==> config.mk <==
export PLATFORM = sky130hd
export DESIGN_NAME = sequencer_flat
export DESIGN_NICKNAME = d
export VERILOG_FILES = /design/src/relayPkg.sv /design/src/relayBuses.sv /design/src/sequencer.sv /design/src/flat_wrapper.sv
export SDC_FILE = /design/constraint.sdc
export NUM_CORES = 1
export LEC_CHECK = 0
export BUFFER_PORTS_ARGS = -buffer_cell sky130_fd_sc_hd__buf_2
export CAP_MARGIN = 20
export CELL_PAD_IN_SITES_DETAIL_PLACEMENT = 1
export CELL_PAD_IN_SITES_GLOBAL_PLACEMENT = 2
export CORE_ASPECT_RATIO = 0.8
export CORE_MARGIN = 2
export CORE_UTILIZATION = 18
export CTS_CLUSTER_SIZE = 14
export DETAILED_ROUTE_END_ITERATION = 7
export PLACE_DENSITY_LB_ADDON = 0.1
export SLEW_MARGIN = 40
export SYNTH_ARGS = -nofsm -noshare
export SYNTH_HDL_FRONTEND = slang
export SYNTH_SLANG_ARGS = --single-unit
==> constraint.sdc <==
create_clock -name clock -period 1.77 [get_ports clock]
set_clock_uncertainty 0.2 [all_clocks]
set_input_delay 0.177 -clock clock [delete_from_list [all_inputs] [get_ports clock]]
set_output_delay 0.177 -clock clock [all_outputs]
set_load 0.01 [all_outputs]
==> src/relayPkg.sv <==
package relayPkg;

	// ******************************
	// memory geometry
	// ******************************
	localparam int memDepth = 1024; // bytes.
	localparam int memAddrBits = 10; // low address bits used by memory.

	localparam logic [7:0] haltCode = 8'hAE; // HALT opcode byte.

	// ******************************
	// instruction classes from decode
	// ******************************
	typedef enum logic [3:0]
	{
		opMov8,
		opSetab,
		opAlu,
		opLoad,
		opStore,
		opMov16,
		opIncXY,
		opGoto,
		opBranchZ,
		opBranchNZ,
		opBranchC,
		opHalt,
		opNop
	} opClassE;

	typedef enum logic [3:0]
	{
		sIdle,
		sFetch,
		sIncPc,
		sExec,
		sJ1Read,
		sJ1Inc,
		sJ2Read,
		sJ2Inc,
		sJump,
		sHalt
	} seqStateE;

	// order matches the 3-bit register fields of the opcodes.
	typedef enum logic [2:0] {regA, regB, regC, regD, regM1, regM2, regX, regY} regSelE;

	typedef enum logic [2:0] {dsNone, dsReg, dsMem, dsAlu, dsImm} dataSelE;

	typedef enum logic [1:0] {asPc, asM, asXY, asJ} addrSelE;

	typedef enum logic [2:0]
	{
		aluAdd, aluInc, aluAnd, aluOr, aluXor, aluNot, aluShl, aluClr
	} aluFuncE;

endpackage

==> src/relayBuses.sv <==
interface busIf;

	logic [15:0] addressBus;
	logic [7:0] dataBus;
	logic [7:0] memData; // memory read value.
	logic [7:0] aluResult;
	logic [7:0] immData; // SETAB value, sign extended.
	logic [15:0] pcValue;
	logic [15:0] jValue; // J1:J2.
	logic [15:0] mValue; // M1:M2.

	modport regPort (output addressBus, dataBus, mValue,
		input memData, aluResult, immData, pcValue, jValue);
	modport memPort (output memData, input addressBus, dataBus);
	modport aluPort (output aluResult);
	modport pcPort (output pcValue, jValue, immData, input addressBus, dataBus);
	modport seqPort (input pcValue);

endinterface

interface ctrlIf;

	logic [7:0] regLoad; // one-hot, indexed by regSelE.
	relayPkg::regSelE regSrc;
	relayPkg::dataSelE dataSel;
	relayPkg::addrSelE addrSel;
	relayPkg::aluFuncE aluFunc;
	logic ldInst, ldPc, ldInc, ldJ1, ldJ2;
	logic ldXY, incXY, ldCond;
	logic memRead, memWrite, halt;
	logic [7:0] instruction;
	logic zero, sign, carry; // condition register.

	modport seqPort (output regLoad, regSrc, dataSel, addrSel, aluFunc, ldInst, ldPc, ldInc,
		ldJ1, ldJ2, ldXY, incXY, ldCond, memRead, memWrite, halt,
		input instruction, zero, sign, carry);
	modport regPort (input regLoad, regSrc, dataSel, addrSel, ldXY, incXY);
	modport aluPort (input aluFunc, ldCond, output zero, sign, carry);
	modport pcPort (input ldInst, ldPc, ldInc, ldJ1, ldJ2, addrSel, output instruction);
	modport memPort (input memWrite);

endinterface

==> src/sequencer.sv <==
module sequencer
(
	input logic clock,
	input logic rstN,
	input logic loadMem,
	busIf.seqPort bus,
	ctrlIf.seqPort ctrl,
	output relayPkg::seqStateE state
);

	relayPkg::seqStateE nextState;
	relayPkg::opClassE opClass;
	logic takeJump;

	// ******************************
	// decode
	// ******************************
	always_comb
	begin
		casez (ctrl.instruction)
			8'b00??????: opClass = relayPkg::opMov8;
			8'b01??????: opClass = relayPkg::opSetab;
			8'b1000????: opClass = relayPkg::opAlu;
			8'b100100??: opClass = relayPkg::opLoad;
			8'b100110??: opClass = relayPkg::opStore;
			8'b10100000: opClass = relayPkg::opMov16;
			8'b10100001: opClass = relayPkg::opIncXY;
			8'b11000000: opClass = relayPkg::opGoto;
			8'b11000001: opClass = relayPkg::opBranchZ;
			8'b11000010: opClass = relayPkg::opBranchNZ;
			8'b11000011: opClass = relayPkg::opBranchC;
			relayPkg::haltCode: opClass = relayPkg::opHalt;
			default: opClass = relayPkg::opNop; // unused codes.
		endcase
	end

	// flags come from the last ALU instruction.
	always_comb
	begin
		case (opClass)
			relayPkg::opGoto: takeJump = 1'b1;
			relayPkg::opBranchZ: takeJump = ctrl.zero;
			relayPkg::opBranchNZ: takeJump = !ctrl.zero;
			relayPkg::opBranchC: takeJump = ctrl.carry;
			default: takeJump = 1'b0;
		endcase
	end

	// ******************************
	// state machine
	// ******************************
	always_ff @(posedge clock or negedge rstN)
	begin
		if (!rstN)
			state <= relayPkg::sIdle;
		else
			state <= nextState;
	end

	always_comb
	begin
		nextState = state;
		case (state)
			relayPkg::sIdle: if (bus.pcValue == '0) nextState = relayPkg::sFetch; // start at 0.
			relayPkg::sFetch: nextState = relayPkg::sIncPc;
			relayPkg::sIncPc:
			begin
				if (opClass == relayPkg::opHalt)
					nextState = relayPkg::sHalt;
				else if (opClass inside {relayPkg::opGoto, relayPkg::opBranchZ,
						relayPkg::opBranchNZ, relayPkg::opBranchC})
					nextState = relayPkg::sJ1Read;
				else
					nextState = relayPkg::sExec;
			end
			relayPkg::sExec: nextState = relayPkg::sFetch;
			relayPkg::sJ1Read: nextState = relayPkg::sJ1Inc;
			relayPkg::sJ1Inc: nextState = relayPkg::sJ2Read;
			relayPkg::sJ2Read: nextState = relayPkg::sJ2Inc;
			relayPkg::sJ2Inc: nextState = relayPkg::sJump;
			relayPkg::sJump: nextState = relayPkg::sFetch;
			relayPkg::sHalt: nextState = relayPkg::sHalt;
			default: nextState = relayPkg::sIdle;
		endcase
		if (loadMem)
			nextState = relayPkg::sIdle; // program load parks the machine.
	end

	// ******************************
	// control levels
	// ******************************
	always_comb
	begin
		ctrl.regLoad = '0;
		ctrl.regSrc = relayPkg::regA;
		ctrl.dataSel = relayPkg::dsNone;
		ctrl.addrSel = relayPkg::asPc;
		ctrl.aluFunc = relayPkg::aluAdd;
		ctrl.ldInst = 1'b0;
		ctrl.ldPc = 1'b0;
		ctrl.ldInc = 1'b0;
		ctrl.ldJ1 = 1'b0;
		ctrl.ldJ2 = 1'b0;
		ctrl.ldXY = 1'b0;
		ctrl.incXY = 1'b0;
		ctrl.ldCond = 1'b0;
		ctrl.memRead = 1'b0;
		ctrl.memWrite = 1'b0;
		ctrl.halt = (state == relayPkg::sHalt);
		case (state)
			relayPkg::sFetch, relayPkg::sJ1Read, relayPkg::sJ2Read:
			begin
				ctrl.memRead = 1'b1; // byte at PC onto the data bus.
				ctrl.dataSel = relayPkg::dsMem;
				ctrl.ldInc = 1'b1;
				ctrl.ldInst = (state == relayPkg::sFetch);
				ctrl.ldJ1 = (state == relayPkg::sJ1Read);
				ctrl.ldJ2 = (state == relayPkg::sJ2Read);
			end
			relayPkg::sIncPc, relayPkg::sJ1Inc, relayPkg::sJ2Inc: ctrl.ldPc = 1'b1;
			relayPkg::sJump:
			begin
				if (takeJump)
				begin
					ctrl.addrSel = relayPkg::asJ;
					ctrl.ldPc = 1'b1;
				end
			end
			relayPkg::sExec:
			begin
				case (opClass)
					relayPkg::opMov8:
					begin
						ctrl.regSrc = relayPkg::regSelE'(ctrl.instruction[2:0]);
						ctrl.dataSel = relayPkg::dsReg;
						ctrl.regLoad[ctrl.instruction[5:3]] = 1'b1;
					end
					relayPkg::opSetab:
					begin
						ctrl.dataSel = relayPkg::dsImm;
						ctrl.regLoad[ctrl.instruction[5] ? relayPkg::regB : relayPkg::regA] = 1'b1;
					end
					relayPkg::opAlu:
					begin
						ctrl.aluFunc = relayPkg::aluFuncE'(ctrl.instruction[2:0]);
						ctrl.dataSel = relayPkg::dsAlu;
						ctrl.ldCond = 1'b1;
						ctrl.regLoad[ctrl.instruction[3] ? relayPkg::regD : relayPkg::regA] = 1'b1;
					end
					relayPkg::opLoad:
					begin
						ctrl.addrSel = relayPkg::asM;
						ctrl.memRead = 1'b1;
						ctrl.dataSel = relayPkg::dsMem;
						ctrl.regLoad[{1'b0, ctrl.instruction[1:0]}] = 1'b1;
					end
					relayPkg::opStore:
					begin
						ctrl.addrSel = relayPkg::asM;
						ctrl.regSrc = relayPkg::regSelE'({1'b0, ctrl.instruction[1:0]});
						ctrl.dataSel = relayPkg::dsReg;
						ctrl.memWrite = 1'b1;
					end
					relayPkg::opMov16: ctrl.ldXY = 1'b1;
					relayPkg::opIncXY: ctrl.incXY = 1'b1;
					default: ; // no-op.
				endcase
			end
			default: ;
		endcase
	end

endmodule

==> src/flat_wrapper.sv <==
// flat-port wrapper written by rule: the top's interface ports become plain ports
module sequencer_flat 
  (clock, rstN, loadMem, state, bus_pcValue, ctrl_regLoad, ctrl_regSrc, ctrl_dataSel, ctrl_addrSel, ctrl_aluFunc, ctrl_ldInst, ctrl_ldPc, ctrl_ldInc, ctrl_ldJ1, ctrl_ldJ2, ctrl_ldXY, ctrl_incXY, ctrl_ldCond, ctrl_memRead, ctrl_memWrite, ctrl_halt, ctrl_instruction, ctrl_zero, ctrl_sign, ctrl_carry);
  busIf bus_i ();
  ctrlIf ctrl_i ();
  input logic clock;
  input logic rstN;
  input logic loadMem;
  output relayPkg::seqStateE state;
  input wire logic [$bits(bus_i.pcValue)-1:0] bus_pcValue;
  output wire logic [$bits(ctrl_i.regLoad)-1:0] ctrl_regLoad;
  output wire logic [$bits(ctrl_i.regSrc)-1:0] ctrl_regSrc;
  output wire logic [$bits(ctrl_i.dataSel)-1:0] ctrl_dataSel;
  output wire logic [$bits(ctrl_i.addrSel)-1:0] ctrl_addrSel;
  output wire logic [$bits(ctrl_i.aluFunc)-1:0] ctrl_aluFunc;
  output wire logic [$bits(ctrl_i.ldInst)-1:0] ctrl_ldInst;
  output wire logic [$bits(ctrl_i.ldPc)-1:0] ctrl_ldPc;
  output wire logic [$bits(ctrl_i.ldInc)-1:0] ctrl_ldInc;
  output wire logic [$bits(ctrl_i.ldJ1)-1:0] ctrl_ldJ1;
  output wire logic [$bits(ctrl_i.ldJ2)-1:0] ctrl_ldJ2;
  output wire logic [$bits(ctrl_i.ldXY)-1:0] ctrl_ldXY;
  output wire logic [$bits(ctrl_i.incXY)-1:0] ctrl_incXY;
  output wire logic [$bits(ctrl_i.ldCond)-1:0] ctrl_ldCond;
  output wire logic [$bits(ctrl_i.memRead)-1:0] ctrl_memRead;
  output wire logic [$bits(ctrl_i.memWrite)-1:0] ctrl_memWrite;
  output wire logic [$bits(ctrl_i.halt)-1:0] ctrl_halt;
  input wire logic [$bits(ctrl_i.instruction)-1:0] ctrl_instruction;
  input wire logic [$bits(ctrl_i.zero)-1:0] ctrl_zero;
  input wire logic [$bits(ctrl_i.sign)-1:0] ctrl_sign;
  input wire logic [$bits(ctrl_i.carry)-1:0] ctrl_carry;
  assign bus_i.pcValue = bus_pcValue;
  assign ctrl_regLoad = ctrl_i.regLoad;
  assign ctrl_regSrc = ctrl_i.regSrc;
  assign ctrl_dataSel = ctrl_i.dataSel;
  assign ctrl_addrSel = ctrl_i.addrSel;
  assign ctrl_aluFunc = ctrl_i.aluFunc;
  assign ctrl_ldInst = ctrl_i.ldInst;
  assign ctrl_ldPc = ctrl_i.ldPc;
  assign ctrl_ldInc = ctrl_i.ldInc;
  assign ctrl_ldJ1 = ctrl_i.ldJ1;
  assign ctrl_ldJ2 = ctrl_i.ldJ2;
  assign ctrl_ldXY = ctrl_i.ldXY;
  assign ctrl_incXY = ctrl_i.incXY;
  assign ctrl_ldCond = ctrl_i.ldCond;
  assign ctrl_memRead = ctrl_i.memRead;
  assign ctrl_memWrite = ctrl_i.memWrite;
  assign ctrl_halt = ctrl_i.halt;
  assign ctrl_i.instruction = ctrl_instruction;
  assign ctrl_i.zero = ctrl_zero;
  assign ctrl_i.sign = ctrl_sign;
  assign ctrl_i.carry = ctrl_carry;
  sequencer u_core (.clock(clock), .rstN(rstN), .loadMem(loadMem), .bus(bus_i), .ctrl(ctrl_i), .state(state));
endmodule
==> metrics.md, run 1 <==
| Metric | Value |
|---|---|
| Synth Cell Area | 970 µm² |
| Final Max Tran Viols | 0 |
| RSZ-0062 raised after global routing | true |
| Reg2Reg Depth | 6 |
| Area after DPL | between 1500 and 2000 µm² |
| Post-synthesis sequential area ratio | 10.3% |
| Met3 GRT Util | 1.55% |
| DP HPWL | 3970 µm |
| Mean Syn Cell Area | 6.98 µm² |
| DRT Pass-1 Iters | 4 |
| Cell family with most CP delay | simple AND/OR/NAND/NOR gates |
| Crit path setup slack, layout | -328 ps |
| Chip height | 69.7 µm |
| Busiest grt layer | met2 |
| Initial Utilization | 19.0% |
| Final WL | a little over 5000 µm |
| Least-Margin Pin Slew | 393 ps |
| Crit-path max cell delay | about 330 ps |
| R2R Path End | u_core.state[1] |
| Reg clk slew, reported paths | 30 ps |
| Crit Path Category | input pin to output pin |
| H-tree depth | 1 |
| Nets | 290 |
| Final ANT Viol Nets | 0 |
| Worst path depth | 9 |
| Status | complete, but fails checks |
| Slew HR | about 73% |
| Final setup viols | 25 |
| Vias per cell | 4.83 |
| Ordered cell list for the critical path | buf_8, buf_6, nor4b_4, o211ai_1, and3_4, nor4b_4, a311oi_4, o22ai_2, buf_2 |
| Failing checks | negative setup slack |
| Dpl cells | slightly below 300 |
| CP endpoint | ctrl_ldPc |
| Core area | 5090 µm² |
| Most frequent cell on the critical path | nor4b_4 |
| Ratio of cells with drive above 1 in the final layout | 69.8% |
| Synth cell types | 47 |
| GRT Overall Usage | 16.1% |
| Worst reg2reg setup slack | around 130 ps |
| CP required | approximately 1400 ps |
| Final min period | 2100 ps |
| Clk Latency, worst-skew pair | 210 ps |
| Achievable frequency | between 400 and 500 MHz |
| Post-route cell area | approximately 2200 µm² |
| CP arrival | 1720 ps |
| Core Rows | 23 |
| Die W | 86.1 µm |
| Power per cell area | between 200 and 250 nW/µm² |
| Largest net degree at the start of global routing | 13 |
| Port Buffers | 62 |
| Crit-path max FO | 4 |
| Post-synth EDFFs | 0 |
| Startpoint Class | input pin |
| Worst-path cell with the longest stage delay | nor4b_4 |
| Maxcap violations | 0 |
| Top-level I/O count | 64 |
| Power Total | ~500 µW |
| Vias in the first global route | around 1600 |
| Yosys reg bits | 4 |
| CTS Buf Count | 3 |
| Most used DFF post-synth | dfrtp_1 |
| Reg with most FFs | u_core.state |
| CTS tree | built |
| Routability cong. | 0.822 |
| Root buf cell | clkbuf_8 |
| Grt total ovfl | 0 |
| M1 GR Usage | 21.1% |
| Clock sinks | 4 |
| Post-Layout Cell Count | 320 |
| Post-synth ARST share | 100% |
| CP startpoint | ctrl_instruction[4] |
| Mapped Nets | about 170 |
| Grt met2 use | 28.8% |
| Wire length per cell | between 15 and 20 µm |
| Synth Warn # | 0 |
| WP buf/inv | 3 |
| Initial drt markers | between 50 and 60 |
| Initial antenna violation count | 0 |
| First-pass GRT wire length | 7930 µm |
| HP Class | input pin to asynchronous set/reset pin |
| Largest register FFs | 4 |
| Leak | 0.00108 µW |
| Vias | around 1500 |
| CP endpoint kind | output pin |
| P&R area growth vs syn | 132% |
| Die ar. | ~6000 µm² |
| Reg2reg start | u_core.state[2] |
| Max VDD drop | 0.302 mV |
| Post-Syn Instances | 139 |
| Fillers | 617 |
| Largest registers | u_core.state: 4 flops |
| Final hold violations | 0 |
| DRC viols | 0 |
| ANT cells | 0 |
| Share of the clock period used by the worst path after layout | 119% |
| Clock Tree Buf Depth | 2 |
layout by cell type (no fill, tap or decap), types with 2 or more instances in the layout:
| cell | n |
|---|---|
| buf_4 | 49 |
| a21oi_4 | 2 |
| buf_8 | 2 |
| nand2_4 | 3 |
| nor3_2 | 3 |
| nand3b_1 | 2 |
| o21ai_0 | 3 |
| nor2_2 | 2 |
| a31oi_1 | 2 |
| and4_4 | 2 |
| inv_1 | 3 |
| a21oi_1 | 9 |
| and4bb_4 | 2 |
| nand2b_1 | 3 |
| nor4_1 | 5 |
| nand4_1 | 2 |
| nor4b_4 | 3 |
| nor2_4 | 5 |
| and3_1 | 4 |
| or3_1 | 2 |
| clkbuf_8 | 3 |
| o21ai_2 | 3 |
| a21o_1 | 2 |
| or2_4 | 2 |
| nor2_1 | 19 |
| dfrtp_2 | 3 |
| nor3_1 | 2 |
| nand3_2 | 3 |
| nand2b_4 | 2 |
| dlygate4sd3_1 | 2 |
| buf_2 | 48 |
| nand3_4 | 2 |
| and3b_1 | 2 |
| buf_6 | 23 |
| and3_4 | 4 |
| nand2_1 | 2 |
| nor3b_2 | 2 |
power by group:
| group | internal (µW) | switching [µW] | leakage [µW] |
|---|---|---|---|
| Sequential | 92.1 | 0.00126 | 0.0000509 |
| Combinational | 113 | 104 | 0.00101 |
| Clock | 144 | 42.0 | 0.0000216 |
timing repair:
item,in CTS,in global routing
hold buffers,2,0
pin swaps,30,17
cloned,0,0
endpoints found under the hold margin,5,0
resized for setup,53,37
buffers inserted,10,9
endpoints found under the setup margin,26,29
cells in the mapped netlist, types with 2 or more instances:
library cell   n  area [µm²]
nor2_1        25        93.8
a21oi_1       10        50.1
and3_1         7        43.8
nand2_1        5        18.8
nand2b_1       5        31.3
nor3_1         5        25.0
nor4_1         5        31.3
o21ai_0        5        25.0
clkbuf_1       4        15.0
dfrtp_1        4         100
nand3_1        4        20.0
a31oi_1        3        18.8
and4_1         3        26.3
buf_4          3        22.5
inv_1          3        11.3
nor3b_1        3        22.5
a21o_1         2        15.0
and2_1         2        12.5
and3b_1        2        17.5
and4bb_4       2        32.5
mux2i_1        2        20.0
nand3_2        2        20.0
nand3b_1       2        15.0
nand4_1        2        12.5
nor2b_2        2        17.5
nor4b_1        2        17.5
nor4b_2        2        30.0
o21ai_1        2        10.0
or2_2          2        12.5
or3_1          2        12.5
per-stage QoR:
step	utilization [%]	TNS, ps	hold slack [ps]	setup WS, ps
floorplan	-	-120	-319	-55.5
global placement	32.7	-3690	-219	-358
detailed placement	32.7	-3920	-208	-385
CTS	39.7	-3670	100	-349
global route	44.1	-6160	103	-414
finish	44.1	-4490	105	-328
how the worst min path moves through the flow:
stage | slack (ps) | start | to | cells after the start
2_1_floorplan | -320 | rstN | u_core.state[0] | 0
3_3_place_gp | -220 | rstN | u_core.state[1] | 1
4_1_cts | 100 | rstN | u_core.state[2] | 2
6_report | 110 | rstN | u_core.state[2] | 2
5_1_grt | 100 | rstN | u_core.state[2] | 2
3_5_place_dp | -210 | rstN | u_core.state[2] | 1
kinds of logic after synthesis:
| kind of cell | synth area share, % |
|---|---|
| XOR/XNOR | 0.903 |
| flip-flops | 10.3 |
| multiplexers | 2.06 |
| buffers and inverters | 6.71 |
| AO/OA/AOI/OAI | 19.6 |
| AND/OR/NAND/NOR | 60.4 |
layout make-up:
cell class | count | area (µm²) | area share (%)
Clock buffer | 3 | 41.3 | 1.84
Multi-Input combinational cell | 123 | 1070 | 47.9
Tap cell | 62 | 77.6 | 3.45
Sequential cell | 4 | 104 | 4.62
Inverter | 3 | 11.3 | 0.501
Timing Repair Buffer | 125 | 937 | 41.7
per-layer routing:
layer | vias up | share of wire [%]
met4 | 0 | 0
met1 | 742 | 46
met2 | 40 | 50
met3 | 0 | 4.1
met5 | - | 0
li1 | 764 | -
worst register-to-register path, delay by kind of cell (launching register included):
family | cells | cell delay (ps)
and+or+nand+nor | 2 | 380
AOI/OAI and AO/OA | 1 | 160
buffers and inverters | 3 | 380
DFF | 1 | 430
Note: power is estimated with default switching activity, not from simulation.
==> run 2: changes to the inputs <==
--- a/config.mk
+++ b/config.mk
@@ -11,10 +11,11 @@
 export CELL_PAD_IN_SITES_GLOBAL_PLACEMENT = 2
 export CORE_ASPECT_RATIO = 0.8
 export CORE_MARGIN = 2
-export CORE_UTILIZATION = 18
+export CORE_UTILIZATION = 20
 export CTS_CLUSTER_SIZE = 14
 export DETAILED_ROUTE_END_ITERATION = 7
 export PLACE_DENSITY_LB_ADDON = 0.1
+export SETUP_SLACK_MARGIN = 0.5
 export SLEW_MARGIN = 40
 export SYNTH_ARGS = -nofsm -noshare
 export SYNTH_HDL_FRONTEND = slang
==> constraint.sdc (replaced) <==
create_clock -name clock -period 2 [get_ports clock]
set_clock_uncertainty 0.2 [all_clocks]
set_input_delay 0.2 -clock clock [delete_from_list [all_inputs] [get_ports clock]]
set_output_delay 0.2 -clock clock [all_outputs]
set_load 0.01 [all_outputs]
==> run 2 against run 1 <==
  * The run still ends with negative setup slack left
  * Clock power is essentially flat
  * Critical path depth is the same
  * Hold slack gained 42 ps
  * Register-to-register slack gained 130 ps
  * Sequential power shrank 12%
  * Clock-buffer cell count is the same
  * Design area grew 13%
  * Sequential share of layout area shrank 0.52 points
  * Cell count grew 3.8%
  * Power shrank 0.47%
  * Non-clock buffer count grew 14
  * Largest power group unchanged
  * Highest routed layer is now met4
==> metrics.md, run 2 (same netlist as run 1, synthesis figures left out) <==
| Metric | Value |
|---|---|
| Most frequent cell on the critical path | and4_4 |
| Grt total ovfl | 0 (unchanged) |
| DRC viols | 0 (unchanged) |
| Final Max Tran Viols | 0 (unchanged) |
| DP HPWL | 3890 µm (-1.9%) |
| Maxcap violations | 0 (unchanged) |
| Most frequent cells in the layout | 49 x buf_4, 47 x buf_2, 35 x buf_6 |
| CTS tree | built |
| Reg with most FFs | u_core.state |
| HP Class | input pin to asynchronous set/reset pin |
| Largest registers | u_core.state: 4 flops |
| Clk Latency, worst-skew pair | 230 ps (+20 ps) |
| Vias per cell | 5.13 (+6.2%) |
| Root buf cell | clkbuf_8 |
| Ratio of cells with drive above 1 in the final layout | 77.6% (+7.8 points) |
| Most common cell after layout, fill and taps aside | buf_4 |
| Crit path setup slack, layout | -258 ps (+69.1 ps) |
| Clock sinks | 4 (unchanged) |
| Vias in the first global route | 1684 (+3.7%) |
| Failing checks | negative setup slack |
| Final setup viols | 14 (-44%) |
| Die W | 81.9 µm (-4.9%) |
| Initial Utilization | 21.0% (+1.9 points) |
| Crit Path Category | input pin to output pin |
| Post-place setup slack | -268 ps (+118 ps) |
| Power per cell area | 195 nW/µm² (-12%) |
| CTS Buf Count | 3 (unchanged) |
| Port Buffers | 62 (unchanged) |
| Initial drt markers | 78 (+53%) |
| Final ANT Viol Nets | 0 (unchanged) |
| Final design utilization | 54.7% (+11 points) |
| CP endpoint kind | output pin |
| Vias | 1704 (+10%) |
| First-pass GRT wire length | 8580 µm (+8.3%) |
| GRT Overall Usage | 20.8% (+4.7 points) |
| Share of the clock period used by the worst path after layout | 113% |
| Power Total | 494 µW (-0.47%) |
| Setup TNS | -2300 ps (+2180 ps) |
| Nets | 304 (+4.8%) |
| CP required | 1600 ps (+210 ps) |
| Chip height | 66.3 µm (-4.8%) |
| Largest register FFs | 4 (unchanged) |
| Crit-path max cell delay | 310 ps (-20 ps) |
| Status | complete, but fails checks |
| Core area | 4620 µm² (-9.2%) |
| Initial antenna violation count | 0 (unchanged) |
| Routability cong. | 0.859 (+4.5%) |
| Leak | 0.00119 µW (+10%) |
| WP buf/inv | 4 (+1) |
| H-tree depth | 1 (unchanged) |
| P&R area growth vs syn | 161% |
| DRT Pass-1 Iters | 4 (unchanged) |
| Max VDD drop | 0.118 mV (-61%) |
| Reg clk slew, reported paths | 40 ps (about the same) |
| Slew HR | 76.7% (+3.6 points) |
| Startpoint Class | input pin |
| CP arrival | 1860 ps (+140 ps) |
| Final hold violations | 0 (unchanged) |
| Ordered cell list for the critical path | buf_8, buf_6, and3b_1, o211ai_1, buf_4, and4_4, and4_4, o22a_1, buf_2 |
| Crit-path max FO | 4 (unchanged) |
| Least-Margin Pin Slew | 348 ps (-45.0 ps) |
| ANT cells | 0 (unchanged) |
| Die ar. | 5430 µm² (-9.5%) |
| Worst-path cell with the longest stage delay | o211ai_1 |
| Clock Tree Buf Depth | 2 (unchanged) |
| RSZ-0062 raised after global routing | true |
| Wire length per cell | 19.2 µm (+22%) |
| Core Rows | 22 (-4.3%) |
| Largest net degree at the start of global routing | 9 (-4) |
| Achievable frequency | 443 MHz |
| Top-level I/O count | 64 (unchanged) |
| Final min period | roughly 2300 ps |
| Final WL | 6370 µm (+26%) |
| Cell family with most CP delay | simple AND/OR/NAND/NOR gates |
## run 2: final timing paths
check                      slack, ps           startpoint         endpoint  cells after the start
setup / recovery                -260  ctrl_instruction[6]  ctrl_dataSel[0]                      9
hold / removal                   150                 rstN  u_core.state[3]                      2
setup reg to reg                 260      u_core.state[3]  u_core.state[0]                      7
hold reg to reg                  630      u_core.state[0]  u_core.state[2]                      3
max in group asynchronous       1300                 rstN  u_core.state[0]                      2
min in group clock               320      bus_pcValue[14]  u_core.state[1]                      6
## run 2: layout make-up
type,count,area (µm²)
Fill cell,546,2100
Sequential cell,4,104
Timing Repair Buffer,139,1120
Tap cell,60,75.1
Inverter,3,11.3
Multi-Input combinational cell,123,1180
Clock buffer,3,41.3
## run 2: worst reg2reg max path, stage by stage, from the launching register on
cell and delay [ps]:
dfrtp_1 420, buf_6 140, buf_6 100, buf_8 120, buf_8 140, o21ai_0 190
o21ai_0 160, nor2_1 160
## run 2: timing repair
item / in CTS / in global routing
endpoints found under the setup margin: 30 / 36
gates resized for setup: 65 / 47
setup buffers: 22 / 15
cloned: 0 / 0
hold buffers: 2 / 0
pin swaps: 32 / 17
hold endpoints to repair: 5 / 0
## run 2: stage by stage
step	std cells	hold WS (ps)	cell area [µm²]
6_report	332	148	2530
4_1_cts	317	123	2230
3_3_place_gp	290	-194	1710
5_1_grt	332	160	2530
2_1_floorplan	139	-296	1130
3_5_place_dp	290	-190	1710
## run 2: power breakdown
| part | leakage, µW | internal [µW] | switching [µW] | total (µW) |
|---|---|---|---|---|
| Combinational | 0.00112 | 117 | 110 | 227 |
| Sequential | 0.0000509 | 81.3 | 0.00115 | 81.3 |
| Clock | 0.0000216 | 130 | 55.7 | 185 |
| Total | 0.00119 | 328 | 165 | 494 |
## run 2: routing by layer
layer,up-vias,routed length [µm],track usage [%]
li1,789,-,-
met1,822,2740,28.8
met2,83,3090,33.9
met3,10,449,4.10
met4,0,96,2.50
met5,-,0,0
==> run 3: changes to the inputs <==
==> constraint.sdc (replaced) <==
create_clock -name clock -period 2 [get_ports clock]
set_clock_uncertainty 0.2 [all_clocks]
set_input_delay 0.6 -clock clock [delete_from_list [all_inputs] [get_ports clock]]
set_output_delay 0.6 -clock clock [all_outputs]
set_load 0.01 [all_outputs]
==> run 3 against run 2 <==
  * The run still ends with negative setup slack left
  * Largest power group unchanged
  * Hold slack gained 220 ps
  * Non-clock buffer count stayed put
  * Clock power shrank 8%
  * Core utilization is 1.9 points higher
  * Global-route usage decreased by 1.2 points
  * Routed wire length rose by 1.6%
  * Critical path type unchanged
  * Via count down 0.65%
  * Sequential share of layout area down 0.19 points
  * Maximum frequency decreased by 25%
==> metrics.md, run 3 (same netlist as run 1, synthesis figures left out) <==
| Metric | Value |
|---|---|
| Die ar. | 5430 µm² (unchanged) |
| Initial Utilization | 21.0% (unchanged) |
| Least-Margin Pin Slew | 345 ps (-2.61 ps) |
| H-tree depth | 1 (unchanged) |
| CP arrival | 2200 ps (+340 ps) |
| DRC viols | 0 (unchanged) |
| Final design utilization | 56.6% (+1.9 points) |
| Power per cell area | 188 nW/µm² (-3.9%) |
| Achievable frequency | 334 MHz (-25%) |
| Vias in the first global route | 1648 (-2.1%) |
| Final WL | 6470 µm (+1.6%) |
| CP required | 1200 ps (-400 ps) |
| Crit path setup slack, layout | -997 ps (-738 ps) |
| Final setup viols | 31 (+17) |
| Failing checks | negative setup slack |
| Maxcap violations | 0 (unchanged) |
| Most common cell after layout, fill and taps aside | buf_2 |
| Largest net degree at the start of global routing | 13 (+4) |
| Final hold violations | 0 (unchanged) |
| First-pass GRT wire length | 8260 µm (-3.8%) |
| Startpoint Class | input pin |
| Slew HR | 76.9% (+0.17 points) |
| DP HPWL | 4000 µm (+2.7%) |
| GRT Overall Usage | 19.6% (-1.2 points) |
| Initial drt markers | 50 (-36%) |
| Leak | 0.00118 µW (-1.0%) |
| Wire length per cell | 19.5 µm (+1.6%) |
| Chip height | 66.3 µm (unchanged) |
| Most frequent cells in the layout | 45 x buf_2, 44 x buf_4, 41 x buf_6 |
| Top-level I/O count | 64 (unchanged) |
| Clock sinks | 4 (unchanged) |
| Vias | 1693 (-0.65%) |
| DRT Pass-1 Iters | 4 (unchanged) |
| Crit Path Category | input pin to output pin |
| Grt total ovfl | 0 (unchanged) |
| Root buf cell | clkbuf_8 |
| RSZ-0062 raised after global routing | true |
| Final Max Tran Viols | 0 (unchanged) |
| Max VDD drop | 0.237 mV (+100%) |
| P&R area growth vs syn | 170% |
| Core area | 4620 µm² (unchanged) |
| Reg clk slew, reported paths | 30 ps (about the same) |
| Setup TNS | -18420 ps (-16110 ps) |
| Core Rows | 22 (unchanged) |
| Final min period | 3000 ps (+738 ps) |
| Largest register FFs | 4 (unchanged) |
| Reg with most FFs | u_core.state |
| Share of the clock period used by the worst path after layout | 150% (+37 points) |
| Final ANT Viol Nets | 0 (unchanged) |
| Clock Tree Buf Depth | 2 (unchanged) |
| Die W | 81.9 µm (unchanged) |
| Initial antenna violation count | 0 (unchanged) |
| Vias per cell | 5.10 (-0.65%) |
| HP Class | input pin to flip-flop |
| Largest registers | u_core.state: 4 flops |
| Crit-path max FO | 6 (+2) |
| Nets | 304 (unchanged) |
| CTS tree | built |
| CTS Buf Count | 3 (unchanged) |
| Ratio of cells with drive above 1 in the final layout | 79.8% (+2.2 points) |
| CP endpoint kind | output pin |
| ANT cells | 0 (unchanged) |
| Port Buffers | 62 (unchanged) |
| Routability cong. | 0.857 (-0.26%) |
| Post-place setup slack | -1030 ps (-758 ps) |
| Clk Latency, worst-skew pair | 210 ps (-20 ps) |
| Status | complete, but fails checks |
==> run 3: changes by cell type in the layout (fill, tap and decap cells not counted), moves of 3 or more <==
cell	previous run	this run
nand3_4	2	5
buf_6	35	41
a21oi_1	8	5
buf_4	49	44
nand3_2	4	0
a21oi_2	2	5
==> run 3: per-stage QoR <==
stage / instance area [µm²] / hold WS, ps / instances / total power [µW]
after floorplan: 1230 / 104 / 139 / 167
after global placement: 1890 / 205 / 302 / 254
after detailed placement: 1890 / 209 / 302 / 261
after CTS: 2370 / 365 / 319 / 472
after global routing: 2620 / 366 / 332 / 513
final: 2620 / 364 / 332 / 491
==> run 3: final timing paths <==
path / start / to / slack (ps) / cells past startpoint
setup / recovery: ctrl_instruction[4] / ctrl_addrSel[1] / -1000 / 9
hold / removal: loadMem / u_core.state[2] / 360 / 2
setup reg to reg: u_core.state[3] / u_core.state[1] / 110 / 9
hold reg to reg: u_core.state[1] / u_core.state[2] / 490 / 2
max in group asynchronous: rstN / u_core.state[1] / 910 / 2
min in group asynchronous: rstN / u_core.state[0] / 560 / 2
==> run 3: where the power goes <==
group | total, µW | switching (µW) | leakage, µW | internal (µW)
Clock | 171 | 42.5 | 0.0000216 | 128
Combinational | 239 | 112 | 0.00110 | 126
Sequential | 81.4 | 0.000845 | 0.0000526 | 81.4
Total | 491 | 155 | 0.00118 | 336
==> run 3: critical path: stages <==
cell and delay, ps:
buf_8 100, buf_6 130, nor4b_2 240, o211ai_1 220
and3_4 250, nor4b_4 270, a311oi_4 80, nor2_1 160
buf_2 160
==> run 3: area by class of cell <==
| class | count | area (µm²) |
|---|---|---|
| timing repair buffer | 139 | 1160 |
| clock buffer | 3 | 41.3 |
| tap | 60 | 75.1 |
| multi-input combinational | 123 | 1220 |
| sequential | 4 | 103 |
| fill | 552 | 2010 |
| inverter | 3 | 11.3 |
==> run 3: what timing repair did <==
item                       CTS  global route
hold endpoints to repair     4             0
hold buffers                 1             0
gates resized for setup     73            34
cloned                       0             0
pin swaps                   30            25
setup endpoints to repair   38            38
setup buffers               13            13
==> run 3: layer usage <==
metal,part of all wire [%],routed length (µm),GRT usage [%]
met1,42,2700,26.5
met2,52,3360,35.7
met3,4.7,305,1.23
met4,1.5,99,0.417
met5,0,0,0
